**src/design/pipe_macros.svh**
```systemverilog
////////////////////////////////////////////////////////////////////////////
// Pipeline sizes
// Widths and depths shared by the package, the RTL and the testbench
////////////////////////////////////////////////////////////////////////////

`ifndef PIPE_MACROS_SVH
`define PIPE_MACROS_SVH

`define PIPE_XLEN        16  // Data and register width
`define PIPE_ILEN        16  // Instruction word width
`define PIPE_PC_W        8   // Program counter width
`define PIPE_NREGS       8   // Register file entries, r0 is hardwired zero
`define PIPE_DMEM_DEPTH  16  // Data memory words, power of two

// Tracking fields carried with each instruction
`define PIPE_SEQ_W       8   // Sequence id width, wraps
`define PIPE_STALL_W     4   // Saturating stall counter width

`endif
```
**src/design/pipe_pkg.sv**
```systemverilog
////////////////////////////////////////////////////////////////////////////
// Pipeline package
// Opcode encoding and the packed records handed from stage to stage
////////////////////////////////////////////////////////////////////////////

`include "pipe_macros.svh"

package pipe_pkg;

    typedef enum logic [3:0] {
        OP_NOP   = 4'h0,
        OP_ADD   = 4'h1,
        OP_SUB   = 4'h2,
        OP_XOR   = 4'h3,
        OP_ADDI  = 4'h4,  // rd = rs1 + imm
        OP_LOAD  = 4'h5,  // rd = mem[rs1 + imm]
        OP_STORE = 4'h6   // mem[rs1 + imm] = rd
    } opcode_e;

    typedef logic [`PIPE_XLEN-1:0]             data_t;
    typedef logic [`PIPE_ILEN-1:0]             instr_t;
    typedef logic [$clog2(`PIPE_NREGS)-1:0]    reg_addr_t;
    typedef logic [`PIPE_PC_W-1:0]             pc_t;
    typedef logic [`PIPE_SEQ_W-1:0]            seq_t;
    typedef logic [`PIPE_STALL_W-1:0]          stall_t;
    typedef logic signed [5:0]                 imm_t;

    // Instruction word layout, msb first
    typedef struct packed {
        opcode_e   opcode;
        reg_addr_t rd;
        reg_addr_t rs1;
        logic [5:0] rs2_imm;  // rs2 in the low three bits, or imm
    } instr_fields_t;

    typedef struct packed {
        instr_t word;
        pc_t    pc;
        seq_t   seq;
    } fetch_pkt_t;

    typedef struct packed {
        opcode_e   opcode;
        reg_addr_t rd;
        data_t     src_a;     // rs1 value
        data_t     src_b;     // rs2 value, or rd value for STORE
        imm_t      imm;
        logic      we;
        pc_t       pc;
        seq_t      seq;
        stall_t    stall_cnt;
    } dec_pkt_t;

    typedef struct packed {
        opcode_e   opcode;
        reg_addr_t rd;
        data_t     result;    // ALU result or memory address
        data_t     st_data;
        logic      we;
        pc_t       pc;
        seq_t      seq;
        stall_t    stall_cnt;
    } exe_pkt_t;

    typedef struct packed {
        opcode_e   opcode;
        reg_addr_t rd;
        data_t     result;
        logic      we;
        pc_t       pc;
        seq_t      seq;
        stall_t    stall_cnt;
    } mem_pkt_t;

    // Retire trace output record
    typedef struct packed {
        seq_t      seq;
        pc_t       pc;
        opcode_e   opcode;
        reg_addr_t rd;
        data_t     result;
        logic      wrote;     // Register file was written
        stall_t    stall_cnt;
    } trace_rec_t;

endpackage

```
**src/design/mini_pipe_top.sv**
```systemverilog
////////////////////////////////////////////////////////////////////////////
// Mini pipeline top
// Five-step in-order integer pipeline with a retire trace output
// fetch, decode, execute, memory, retire, valid/ready between each
////////////////////////////////////////////////////////////////////////////

`timescale 1ns/1ps
`include "pipe_macros.svh"

module mini_pipe_top (
    input  logic                  clk,
    input  logic                  rst_n,
    input  logic                  in_valid,
    output logic                  in_ready,
    input  logic [`PIPE_ILEN-1:0] in_word,
    output logic                  trace_valid,
    input  logic                  trace_ready,
    output pipe_pkg::trace_rec_t  trace_rec
);

    ////////////////////////////////////////////////////////////////////////////
    // Stage links
    ////////////////////////////////////////////////////////////////////////////

    logic                 f_valid, f_ready, fq_valid, fq_ready;
    pipe_pkg::fetch_pkt_t f_pkt, fq_pkt;
    logic                 d_valid, d_ready, dq_valid, dq_ready;
    pipe_pkg::dec_pkt_t   d_pkt, dq_pkt;
    logic                 x_valid, x_ready;
    pipe_pkg::exe_pkt_t   x_pkt;
    logic                 m_valid, m_ready;
    pipe_pkg::mem_pkt_t   m_pkt;

    // Write-back path into the register file and scoreboard
    logic                 wb_en;
    pipe_pkg::reg_addr_t  wb_addr;
    pipe_pkg::data_t      wb_data;

    fetch_unit fetch_i (
        .clk (clk), .rst_n (rst_n),
        .in_valid  (in_valid), .in_ready  (in_ready), .in_word (in_word),
        .out_valid (f_valid),  .out_ready (f_ready),  .out_pkt (f_pkt)
    );

    pipe_stage_reg #(.payload_t(pipe_pkg::fetch_pkt_t)) fetch_reg_i (
        .clk (clk), .rst_n (rst_n),
        .in_valid  (f_valid),  .in_ready  (f_ready),  .in_data  (f_pkt),
        .out_valid (fq_valid), .out_ready (fq_ready), .out_data (fq_pkt)
    );

    decode_unit decode_i (
        .clk (clk), .rst_n (rst_n),
        .in_valid  (fq_valid), .in_ready  (fq_ready), .in_pkt  (fq_pkt),
        .out_valid (d_valid),  .out_ready (d_ready),  .out_pkt (d_pkt),
        .wr_en (wb_en), .wr_addr (wb_addr), .wr_data (wb_data)
    );

    pipe_stage_reg #(.payload_t(pipe_pkg::dec_pkt_t)) dec_reg_i (
        .clk (clk), .rst_n (rst_n),
        .in_valid  (d_valid),  .in_ready  (d_ready),  .in_data  (d_pkt),
        .out_valid (dq_valid), .out_ready (dq_ready), .out_data (dq_pkt)
    );

    execute_unit execute_i (
        .clk (clk), .rst_n (rst_n),
        .in_valid  (dq_valid), .in_ready  (dq_ready), .in_pkt  (dq_pkt),
        .out_valid (x_valid),  .out_ready (x_ready),  .out_pkt (x_pkt)
    );

    memory_unit memory_i (
        .clk (clk), .rst_n (rst_n),
        .in_valid  (x_valid), .in_ready  (x_ready), .in_pkt  (x_pkt),
        .out_valid (m_valid), .out_ready (m_ready), .out_pkt (m_pkt)
    );

    retire_trace_unit retire_i (
        .clk (clk), .rst_n (rst_n),
        .in_valid (m_valid), .in_ready (m_ready), .in_pkt (m_pkt),
        .wr_en (wb_en), .wr_addr (wb_addr), .wr_data (wb_data),
        .trace_valid (trace_valid), .trace_ready (trace_ready),
        .trace_rec   (trace_rec)
    );

endmodule

```
**src/design/retire_trace_unit.sv**
```systemverilog
////////////////////////////////////////////////////////////////////////////
// Retire trace unit
// Writes results back to the register file and emits one trace record
// per instruction, in program order, held until taken
////////////////////////////////////////////////////////////////////////////

`timescale 1ns/1ps
`include "pipe_macros.svh"

module retire_trace_unit (
    input  logic                  clk,
    input  logic                  rst_n,
    input  logic                  in_valid,
    output logic                  in_ready,
    input  pipe_pkg::mem_pkt_t    in_pkt,
    output logic                  wr_en,
    output pipe_pkg::reg_addr_t   wr_addr,
    output logic [`PIPE_XLEN-1:0] wr_data,
    output logic                  trace_valid,
    input  logic                  trace_ready,
    output pipe_pkg::trace_rec_t  trace_rec
);

    logic                 retire;
    pipe_pkg::trace_rec_t rec_next;

    assign in_ready = !trace_valid || trace_ready;  // Record slot free or leaving
    assign retire   = in_valid && in_ready;

    // Write-back on the same edge the record loads
    assign wr_en   = retire && in_pkt.we;
    assign wr_addr = in_pkt.rd;
    assign wr_data = in_pkt.result;

    assign rec_next = '{seq: in_pkt.seq, pc: in_pkt.pc, opcode: in_pkt.opcode,
                        rd: in_pkt.rd, result: in_pkt.result, wrote: in_pkt.we,
                        stall_cnt: in_pkt.stall_cnt};

    ////////////////////////////////////////////////////////////////////////////
    // Output record register
    ////////////////////////////////////////////////////////////////////////////

    always_ff @(posedge clk) begin
        if (!rst_n) begin
            trace_valid <= 1'b0;
        end else if (retire) begin
            trace_valid <= 1'b1;
        end else if (trace_ready) begin
            trace_valid <= 1'b0;
        end
    end

    always_ff @(posedge clk) begin
        if (retire) begin
            trace_rec <= rec_next;  // Stable while waiting on trace_ready
        end
    end

endmodule

```
**src/design/memory_unit.sv**
```systemverilog
////////////////////////////////////////////////////////////////////////////
// Memory unit
// Data memory, asynchronous read and write on the accepting edge
////////////////////////////////////////////////////////////////////////////

`timescale 1ns/1ps
`include "pipe_macros.svh"

module memory_unit (
    input  logic               clk,
    input  logic               rst_n,
    input  logic               in_valid,
    output logic               in_ready,
    input  pipe_pkg::exe_pkt_t in_pkt,
    output logic               out_valid,
    input  logic               out_ready,
    output pipe_pkg::mem_pkt_t out_pkt
);

    localparam int AW = $clog2(`PIPE_DMEM_DEPTH);

    pipe_pkg::data_t    dmem [`PIPE_DMEM_DEPTH];
    logic [AW-1:0]      addr;
    logic               st_take;
    pipe_pkg::mem_pkt_t mem_pkt;

    assign addr    = in_pkt.result[AW-1:0];
    assign st_take = in_valid && in_ready && (in_pkt.opcode == pipe_pkg::OP_STORE);

    always_ff @(posedge clk) begin
        if (!rst_n) begin
            for (int i = 0; i < `PIPE_DMEM_DEPTH; i++) begin
                dmem[i] <= '0;
            end
        end else if (st_take) begin
            dmem[addr] <= in_pkt.st_data;
        end
    end

    // LOAD swaps the address for the memory word
    assign mem_pkt = '{opcode: in_pkt.opcode, rd: in_pkt.rd,
                       result: (in_pkt.opcode == pipe_pkg::OP_LOAD) ? dmem[addr]
                                                                    : in_pkt.result,
                       we: in_pkt.we, pc: in_pkt.pc, seq: in_pkt.seq,
                       stall_cnt: in_pkt.stall_cnt};

    pipe_stage_reg #(.payload_t(pipe_pkg::mem_pkt_t)) mem_reg_i (
        .clk       (clk),
        .rst_n     (rst_n),
        .in_valid  (in_valid),
        .in_ready  (in_ready),
        .in_data   (mem_pkt),
        .out_valid (out_valid),
        .out_ready (out_ready),
        .out_data  (out_pkt)
    );

endmodule

```
**src/design/execute_unit.sv**
```systemverilog
////////////////////////////////////////////////////////////////////////////
// Execute unit
// ALU for ADD, SUB, XOR and ADDI, address calculation for LOAD and STORE,
// result registered in its own stage register
////////////////////////////////////////////////////////////////////////////

`timescale 1ns/1ps
`include "pipe_macros.svh"

module execute_unit (
    input  logic               clk,
    input  logic               rst_n,
    input  logic               in_valid,
    output logic               in_ready,
    input  pipe_pkg::dec_pkt_t in_pkt,
    output logic               out_valid,
    input  logic               out_ready,
    output pipe_pkg::exe_pkt_t out_pkt
);

    localparam int AW = $clog2(`PIPE_DMEM_DEPTH);

    pipe_pkg::data_t    imm_ext, sum_imm, result;
    pipe_pkg::exe_pkt_t exe_pkt;

    assign imm_ext = {{(`PIPE_XLEN-6){in_pkt.imm[5]}}, in_pkt.imm};  // Sign extend
    assign sum_imm = in_pkt.src_a + imm_ext;

    always_comb begin
        case (in_pkt.opcode)
            pipe_pkg::OP_ADD:   result = in_pkt.src_a + in_pkt.src_b;
            pipe_pkg::OP_SUB:   result = in_pkt.src_a - in_pkt.src_b;
            pipe_pkg::OP_XOR:   result = in_pkt.src_a ^ in_pkt.src_b;
            pipe_pkg::OP_ADDI:  result = sum_imm;
            pipe_pkg::OP_LOAD,
            pipe_pkg::OP_STORE: result = `PIPE_XLEN'(sum_imm[AW-1:0]);  // Wraps on depth
            default:            result = '0;
        endcase
    end

    assign exe_pkt = '{opcode: in_pkt.opcode, rd: in_pkt.rd, result: result,
                       st_data: in_pkt.src_b, we: in_pkt.we, pc: in_pkt.pc,
                       seq: in_pkt.seq, stall_cnt: in_pkt.stall_cnt};

    pipe_stage_reg #(.payload_t(pipe_pkg::exe_pkt_t)) exe_reg_i (
        .clk       (clk),
        .rst_n     (rst_n),
        .in_valid  (in_valid),
        .in_ready  (in_ready),
        .in_data   (exe_pkt),
        .out_valid (out_valid),
        .out_ready (out_ready),
        .out_data  (out_pkt)
    );

endmodule

```
**src/design/decode_unit.sv**
```systemverilog
////////////////////////////////////////////////////////////////////////////
// Decode unit
// Splits the instruction fields, reads the register file and holds the
// instruction while an older one still owes a source or the destination
// Counts the held cycles, saturating
////////////////////////////////////////////////////////////////////////////

`timescale 1ns/1ps
`include "pipe_macros.svh"

module decode_unit (
    input  logic                  clk,
    input  logic                  rst_n,
    input  logic                  in_valid,
    output logic                  in_ready,
    input  pipe_pkg::fetch_pkt_t  in_pkt,
    output logic                  out_valid,
    input  logic                  out_ready,
    output pipe_pkg::dec_pkt_t    out_pkt,
    input  logic                  wr_en,
    input  pipe_pkg::reg_addr_t   wr_addr,
    input  logic [`PIPE_XLEN-1:0] wr_data
);

    pipe_pkg::instr_fields_t f;
    pipe_pkg::reg_addr_t     b_addr;
    pipe_pkg::data_t         regs [`PIPE_NREGS];
    logic [`PIPE_NREGS-1:0]  pending;    // Scoreboard, one bit per register
    pipe_pkg::stall_t        stall_cnt;
    logic                    uses_a, uses_b, writes_rd, we, hazard, issue;

    assign f = pipe_pkg::instr_fields_t'(in_pkt.word);

    always_comb begin
        uses_a    = 1'b0;
        uses_b    = 1'b0;
        writes_rd = 1'b0;
        case (f.opcode)
            pipe_pkg::OP_ADD, pipe_pkg::OP_SUB, pipe_pkg::OP_XOR: begin
                uses_a    = 1'b1;
                uses_b    = 1'b1;
                writes_rd = 1'b1;
            end
            pipe_pkg::OP_ADDI, pipe_pkg::OP_LOAD: begin
                uses_a    = 1'b1;
                writes_rd = 1'b1;
            end
            pipe_pkg::OP_STORE: begin
                uses_a = 1'b1;
                uses_b = 1'b1;                        // Store data from rd
            end
            default: ;                                // NOP and unused codes
        endcase
    end

    assign b_addr = (f.opcode == pipe_pkg::OP_STORE) ? f.rd : f.rs2_imm[2:0];
    assign we     = writes_rd && (f.rd != '0);        // r0 writes are dropped

    // RAW on either source, WAW on rd so a clear never belongs to a newer write
    assign hazard = in_valid && ((uses_a && pending[f.rs1]) ||
                                 (uses_b && pending[b_addr]) ||
                                 (we && pending[f.rd]));
    assign in_ready  = out_ready && !hazard;
    assign out_valid = in_valid && !hazard;
    assign issue     = in_valid && in_ready;

    always_ff @(posedge clk) begin
        if (!rst_n) begin
            for (int i = 0; i < `PIPE_NREGS; i++) begin
                regs[i] <= '0;
            end
            pending <= '0;
        end else begin
            if (wr_en && wr_addr != '0) begin
                regs[wr_addr] <= wr_data;
            end
            // Clear on write-back, set on issue, never the same bit
            pending <= (pending & ~(wr_en ? `PIPE_NREGS'(1) << wr_addr : '0))
                     | ((issue && we) ? `PIPE_NREGS'(1) << f.rd : '0);
        end
    end

    always_ff @(posedge clk) begin
        if (!rst_n || issue) begin
            stall_cnt <= '0;                          // Fresh count per instruction
        end else if (hazard && stall_cnt != '1) begin
            stall_cnt <= stall_cnt + 1'b1;
        end
    end

    assign out_pkt = '{opcode: f.opcode, rd: f.rd, src_a: regs[f.rs1],
                       src_b: regs[b_addr], imm: f.rs2_imm, we: we,
                       pc: in_pkt.pc, seq: in_pkt.seq, stall_cnt: stall_cnt};

endmodule

```
**src/design/fetch_unit.sv**
```systemverilog
////////////////////////////////////////////////////////////////////////////
// Fetch unit
// Takes instruction words from the input stream and tags each one
// with its pc and sequence id
////////////////////////////////////////////////////////////////////////////

`timescale 1ns/1ps
`include "pipe_macros.svh"

module fetch_unit (
    input  logic                 clk,
    input  logic                 rst_n,
    input  logic                 in_valid,
    output logic                 in_ready,
    input  logic [`PIPE_ILEN-1:0] in_word,
    output logic                 out_valid,
    input  logic                 out_ready,
    output pipe_pkg::fetch_pkt_t out_pkt
);

    logic           en;   // Low for the first cycle after reset
    logic           take;
    pipe_pkg::pc_t  pc;
    pipe_pkg::seq_t seq;

    assign in_ready  = en && out_ready;
    assign out_valid = en && in_valid;
    assign take      = in_valid && in_ready;

    always_ff @(posedge clk) begin
        if (!rst_n) begin
            en  <= 1'b0;
            pc  <= '0;
            seq <= '0;
        end else begin
            en <= 1'b1;
            if (take) begin
                pc  <= pc + 1'b1;   // One word per pc step
                seq <= seq + 1'b1;
            end
        end
    end

    assign out_pkt = '{word: in_word, pc: pc, seq: seq};

endmodule

```
**src/design/pipe_stage_reg.sv**
```systemverilog
////////////////////////////////////////////////////////////////////////////
// Pipeline stage register
// One-entry valid/ready buffer for any packed payload, fills while draining
////////////////////////////////////////////////////////////////////////////

`timescale 1ns/1ps

module pipe_stage_reg #(
    parameter type payload_t = logic
) (
    input  logic     clk,
    input  logic     rst_n,
    input  logic     in_valid,
    output logic     in_ready,
    input  payload_t in_data,
    output logic     out_valid,
    input  logic     out_ready,
    output payload_t out_data
);

    logic load;

    assign in_ready = !out_valid || out_ready;  // Empty, or entry leaving now
    assign load     = in_valid && in_ready;

    always_ff @(posedge clk) begin
        if (!rst_n) begin
            out_valid <= 1'b0;
        end else if (load) begin
            out_valid <= 1'b1;
        end else if (out_ready) begin
            out_valid <= 1'b0;                  // Drained with nothing behind
        end
    end

    // Payload only moves with a transfer
    always_ff @(posedge clk) begin
        if (load) begin
            out_data <= in_data;
        end
    end

endmodule

```
**config.mk**
```make
export PLATFORM = sky130hd
export DESIGN_NAME = mini_pipe_top
export DESIGN_NICKNAME = d
export VERILOG_FILES = /design/src/design/pipe_pkg.sv /design/src/design/mini_pipe_top.sv /design/src/design/retire_trace_unit.sv /design/src/design/memory_unit.sv /design/src/design/execute_unit.sv /design/src/design/decode_unit.sv /design/src/design/fetch_unit.sv /design/src/design/pipe_stage_reg.sv
export VERILOG_INCLUDE_DIRS = /design/src /design/src/design
export SDC_FILE = /design/constraint.sdc
export NUM_CORES = 1
export LEC_CHECK = 0
export ABC_AREA = 1
export BUFFER_PORTS_ARGS = -buffer_cell sky130_fd_sc_hd__clkbuf_2
export CAP_MARGIN = 20
export CORE_ASPECT_RATIO = 1.4
export CORE_MARGIN = 3
export CORE_UTILIZATION = 65
export DETAILED_ROUTE_END_ITERATION = 10
export PLACE_DENSITY = 0.85
export SLEW_MARGIN = 20
export SYNTH_ARGS = -nofsm -noshare
export SYNTH_HDL_FRONTEND = slang
export SYNTH_SLANG_ARGS = --single-unit
export TNS_END_PERCENT = 5
```
**constraint.sdc**
```tcl
create_clock -name clk -period 6.63 [get_ports clk]
set_input_delay 0.663 -clock clk [delete_from_list [all_inputs] [get_ports clk]]
set_output_delay 0.663 -clock clk [all_outputs]
set_load 0.1 [all_outputs]
```
==> impl_metrics.env <==
export IMPL_synth_top_flop_cell="edfxtp_1"
export IMPL_antenna_found_initial=0
export IMPL_grt_overflow=0
export IMPL_worstMarginPinSlew_ns=1.00
export IMPL_synth_edf_count=630
export IMPL_relSlewSlack=0.330
export IMPL_finalSetupTns_ns=0
export IMPL_clkSlewWorstSetupHoldPaths_ns=0.06
export IMPL_clkSinkCount=668
export IMPL_postCtsSetupBuffers=0
export IMPL_ir_worst_vdd_mv=0.227
export IMPL_seq_area_frac_synth=0.665
export IMPL_avgSynthCellArea_um2=11.1
export IMPL_maxCapViolCount=0
export IMPL_critPathKind="register to primary output"
export IMPL_vias_per_cell=6.25
export IMPL_startpoint_type="register"
export IMPL_rsz0062_at_grt="false"
export IMPL_rows=91
export IMPL_slew_viol_final=0
export IMPL_power_share_clock=0.385
export IMPL_p_int_mw=6.70
export IMPL_dr_pass1_iters=6
export IMPL_p_leak_nw=12.2
export IMPL_portBuffers=65
export IMPL_cts_root_buffer="clkbuf_16"
export IMPL_yosysTopAreaCell="edfxtp_1"
export IMPL_worst_ep_arrival_time_ns=3.35
export IMPL_grt_pass1_wl_mm=113
export IMPL_grt_max_degree=129
export IMPL_drcViolationCount=0
export IMPL_cts_resized_gates=0
export IMPL_ys_ff_latch=668
export IMPL_wl_per_cell_um=22.2
export IMPL_ys_warn_count=0
export IMPL_synth_cell_types=48
export IMPL_combinationalPowerShare=0.059
export IMPL_setup_viol=0
export IMPL_die_y_um=258
export IMPL_final_core_utilization=0.723
export IMPL_nets=2719
export IMPL_hold_path_class="primary input to register"
export IMPL_gp_congestion=0.957
export IMPL_postRouteAntennaNets=0
export IMPL_postSynthCellCount=2654
export IMPL_status="completed"
export IMPL_max_freq_ghz=0.249
export IMPL_skew_ns=0.0364
export IMPL_hold_violations=0
export IMPL_initial_core_util=0.665
export IMPL_yosysTopAreaCellShare=0.639
export IMPL_cts_tree="done"
export IMPL_synth_area_mm2=0.0296
export IMPL_crit_fanout=66
export IMPL_drive_above_1_share=0.0831
export IMPL_period_share=0.605
export IMPL_synth_area_top_cells="edfxtp_1 64%, nor2_1 7.3%, o21ai_0 3.6%"
export IMPL_die_width_um=186
export IMPL_antenna_cells=0
export IMPL_seqPwrFrac=0.555
export IMPL_cp_end_kind="primary output"
export IMPL_cellPowerDensity_mw_per_mm2=268
export IMPL_vias=20700
export IMPL_ys_async_sr_fraction=0
export IMPL_fillCellCount=2933
export IMPL_num_io_pins=66
export IMPL_cts_buffers=56
export IMPL_track_usage=0.302
export IMPL_grt_pass1_vias=19900
export IMPL_drtIter0Drc=2726
export IMPL_cts_hold_buf=0
export IMPL_switchingPower_mw=1.95
export IMPL_clk_latency_ns=0.62
export IMPL_wirelength_mm=73.5
export IMPL_clock_path_buffers=3
export IMPL_die_area_mm2=0.0482
export IMPL_cts_htree_levels=2
export IMPL_coreArea_mm2=0.0445
export IMPL_dp_hpwl_mm=49.7
export IMPL_period_minus_slack_ns=4.01
export IMPL_area_growth_pct=8.81
export IMPL_power_switching_share=0.225
export IMPL_required_ns=5.97
==> through the flow <==
stage          setup slack, ns  hold WS (ns)  instance area (um2)  power [mW]  cells
6_report                  2.62         0.235                32200        8.64   3313
4_1_cts                   2.45         0.207                32100        8.64   3310
3_3_place_gp              2.85         0.401                30300        5.36   3206
3_5_place_dp              2.73         0.405                30300        5.39   3206
2_1_floorplan             2.33         0.400                29600        5.22   2669
5_1_grt                   2.39         0.209                32200        8.87   3313
==> sequential cells by signal, indices dropped and copies added (netlist names), 4 cells and up, named ones only <==
signal,count
decode_i.stall_cnt,4
retire_i.trace_rec,44
execute_i.exe_reg_i.out_data,60
memory_i.mem_reg_i.out_data,44
decode_i.regs,128
memory_i.dmem,256
fetch_i.pc,8
dec_reg_i.out_data,66
decode_i.pending,8
fetch_reg_i.out_data,32
fetch_i.seq,8
==> critical path: stages, from the launching register on <==
cell and delay [ns]:
edfxtp_1 0.43, inv_2 0.12, nor2_4 0.05, nand2_4 0.14, nand2_1 0.13, nand2_2 0.07, buf_4 0.50, nand2_1 0.14
nand3_1 0.12, nand3_1 0.10, nand3_2 0.11, nand3_2 0.10, a21boi_0 0.23, clkbuf_2 0.51
==> cells by family (layout without fill, tap and decap cells) <==
group,after synthesis,in the layout,share of synthesized area
flops,668,668,0.665
mux,43,43,0.0145
compound gates,578,578,0.117
fa+ha+maj,36,36,0.0157
buf+inv,355,395,0.0466
other cells,1,16,0.000127
simple gates,928,928,0.128
xor+xnor,45,45,0.0133
==> worst paths after layout <==
kind / cells past startpoint / endpoint / slack (ns) / from
max reg2reg: 12 / memory_i.dmem[1][14]$_SDFFCE_PN0P_ / 3.03 / retire_i.trace_valid$_SDFFE_PN0P_
min: 1 / fetch_reg_i.out_data[22]$_DFFE_PP_ / 0.24 / in_word[6]
max: 13 / in_ready / 2.62 / fetch_reg_i.out_data[29]$_DFFE_PP_
min reg2reg: 0 / retire_i.trace_rec[26]$_DFFE_PP_ / 0.41 / memory_i.mem_reg_i.out_data[42]$_DFFE_PP_
==> power by group through the flow <==
stage               clock network (mW)  registers (mW)  logic (mW)
finish                            3.33            4.80       0.513
CTS                               3.35            4.80       0.495
detailed placement                   0            4.89       0.491
global placement                     0            4.89       0.475
global route                      3.51            4.81       0.559
floorplan                            0            4.87       0.354
==> metal layers <==
| layer | GRT usage | vias to the layer above | routed length (um) |
|---|---|---|---|
| li1 | - | 9375 | - |
| met1 | 0.378 | 9790 | 25800 |
| met2 | 0.520 | 1290 | 36900 |
| met3 | 0.0394 | 266 | 6400 |
| met4 | 0.156 | 0 | 4430 |
| met5 | 0 | - | 0 |
==> layout by cell type (no fill, tap or decap), types with 5 or more instances in the layout <==
cell and count:
clkinv_2 6, conb_1 16, a21boi_0 11, clkbuf_1 10
dfxtp_1 36, inv_1 194, a21oi_1 171, inv_2 10
clkinv_4 5, o32ai_1 21, edfxtp_1 630, clkbuf_16 57
ha_1 34, o21ai_0 213, mux2i_1 43, nand3_1 84
a31oi_1 32, clkbuf_2 65, bufinv_16 5, clkinv_1 10
xnor2_1 21, nor2_1 570, buf_4 18, or2_2 7
nor3_1 9, nand2_2 19, nand2_1 212, nand4_1 8
o221ai_1 51, o211ai_1 42, o32a_1 16, xor2_1 24
==> cell usage after synthesis, types with 38 or more instances <==
cell / number
edfxtp_1: 630
nor2_1: 572
nand2_1: 214
o21ai_0: 213
inv_1: 196
a21oi_1: 171
clkbuf_1: 110
nand3_1: 84
o221ai_1: 51
mux2i_1: 43
o211ai_1: 42
dfxtp_1: 38
==> final cells by class <==
class                           instances  area, um2  share of cell area
Clock buffer                           70       1510              0.0467
Multi-Input combinational cell       1646       8610               0.268
Tap cell                              604        756              0.0235
Inverter                              205        769              0.0239
Timing Repair Buffer                   86        528              0.0164
Clock inverter                         34        340              0.0106
Sequential cell                       668      19700               0.611
Note: power is estimated with default switching activity, not from simulation.
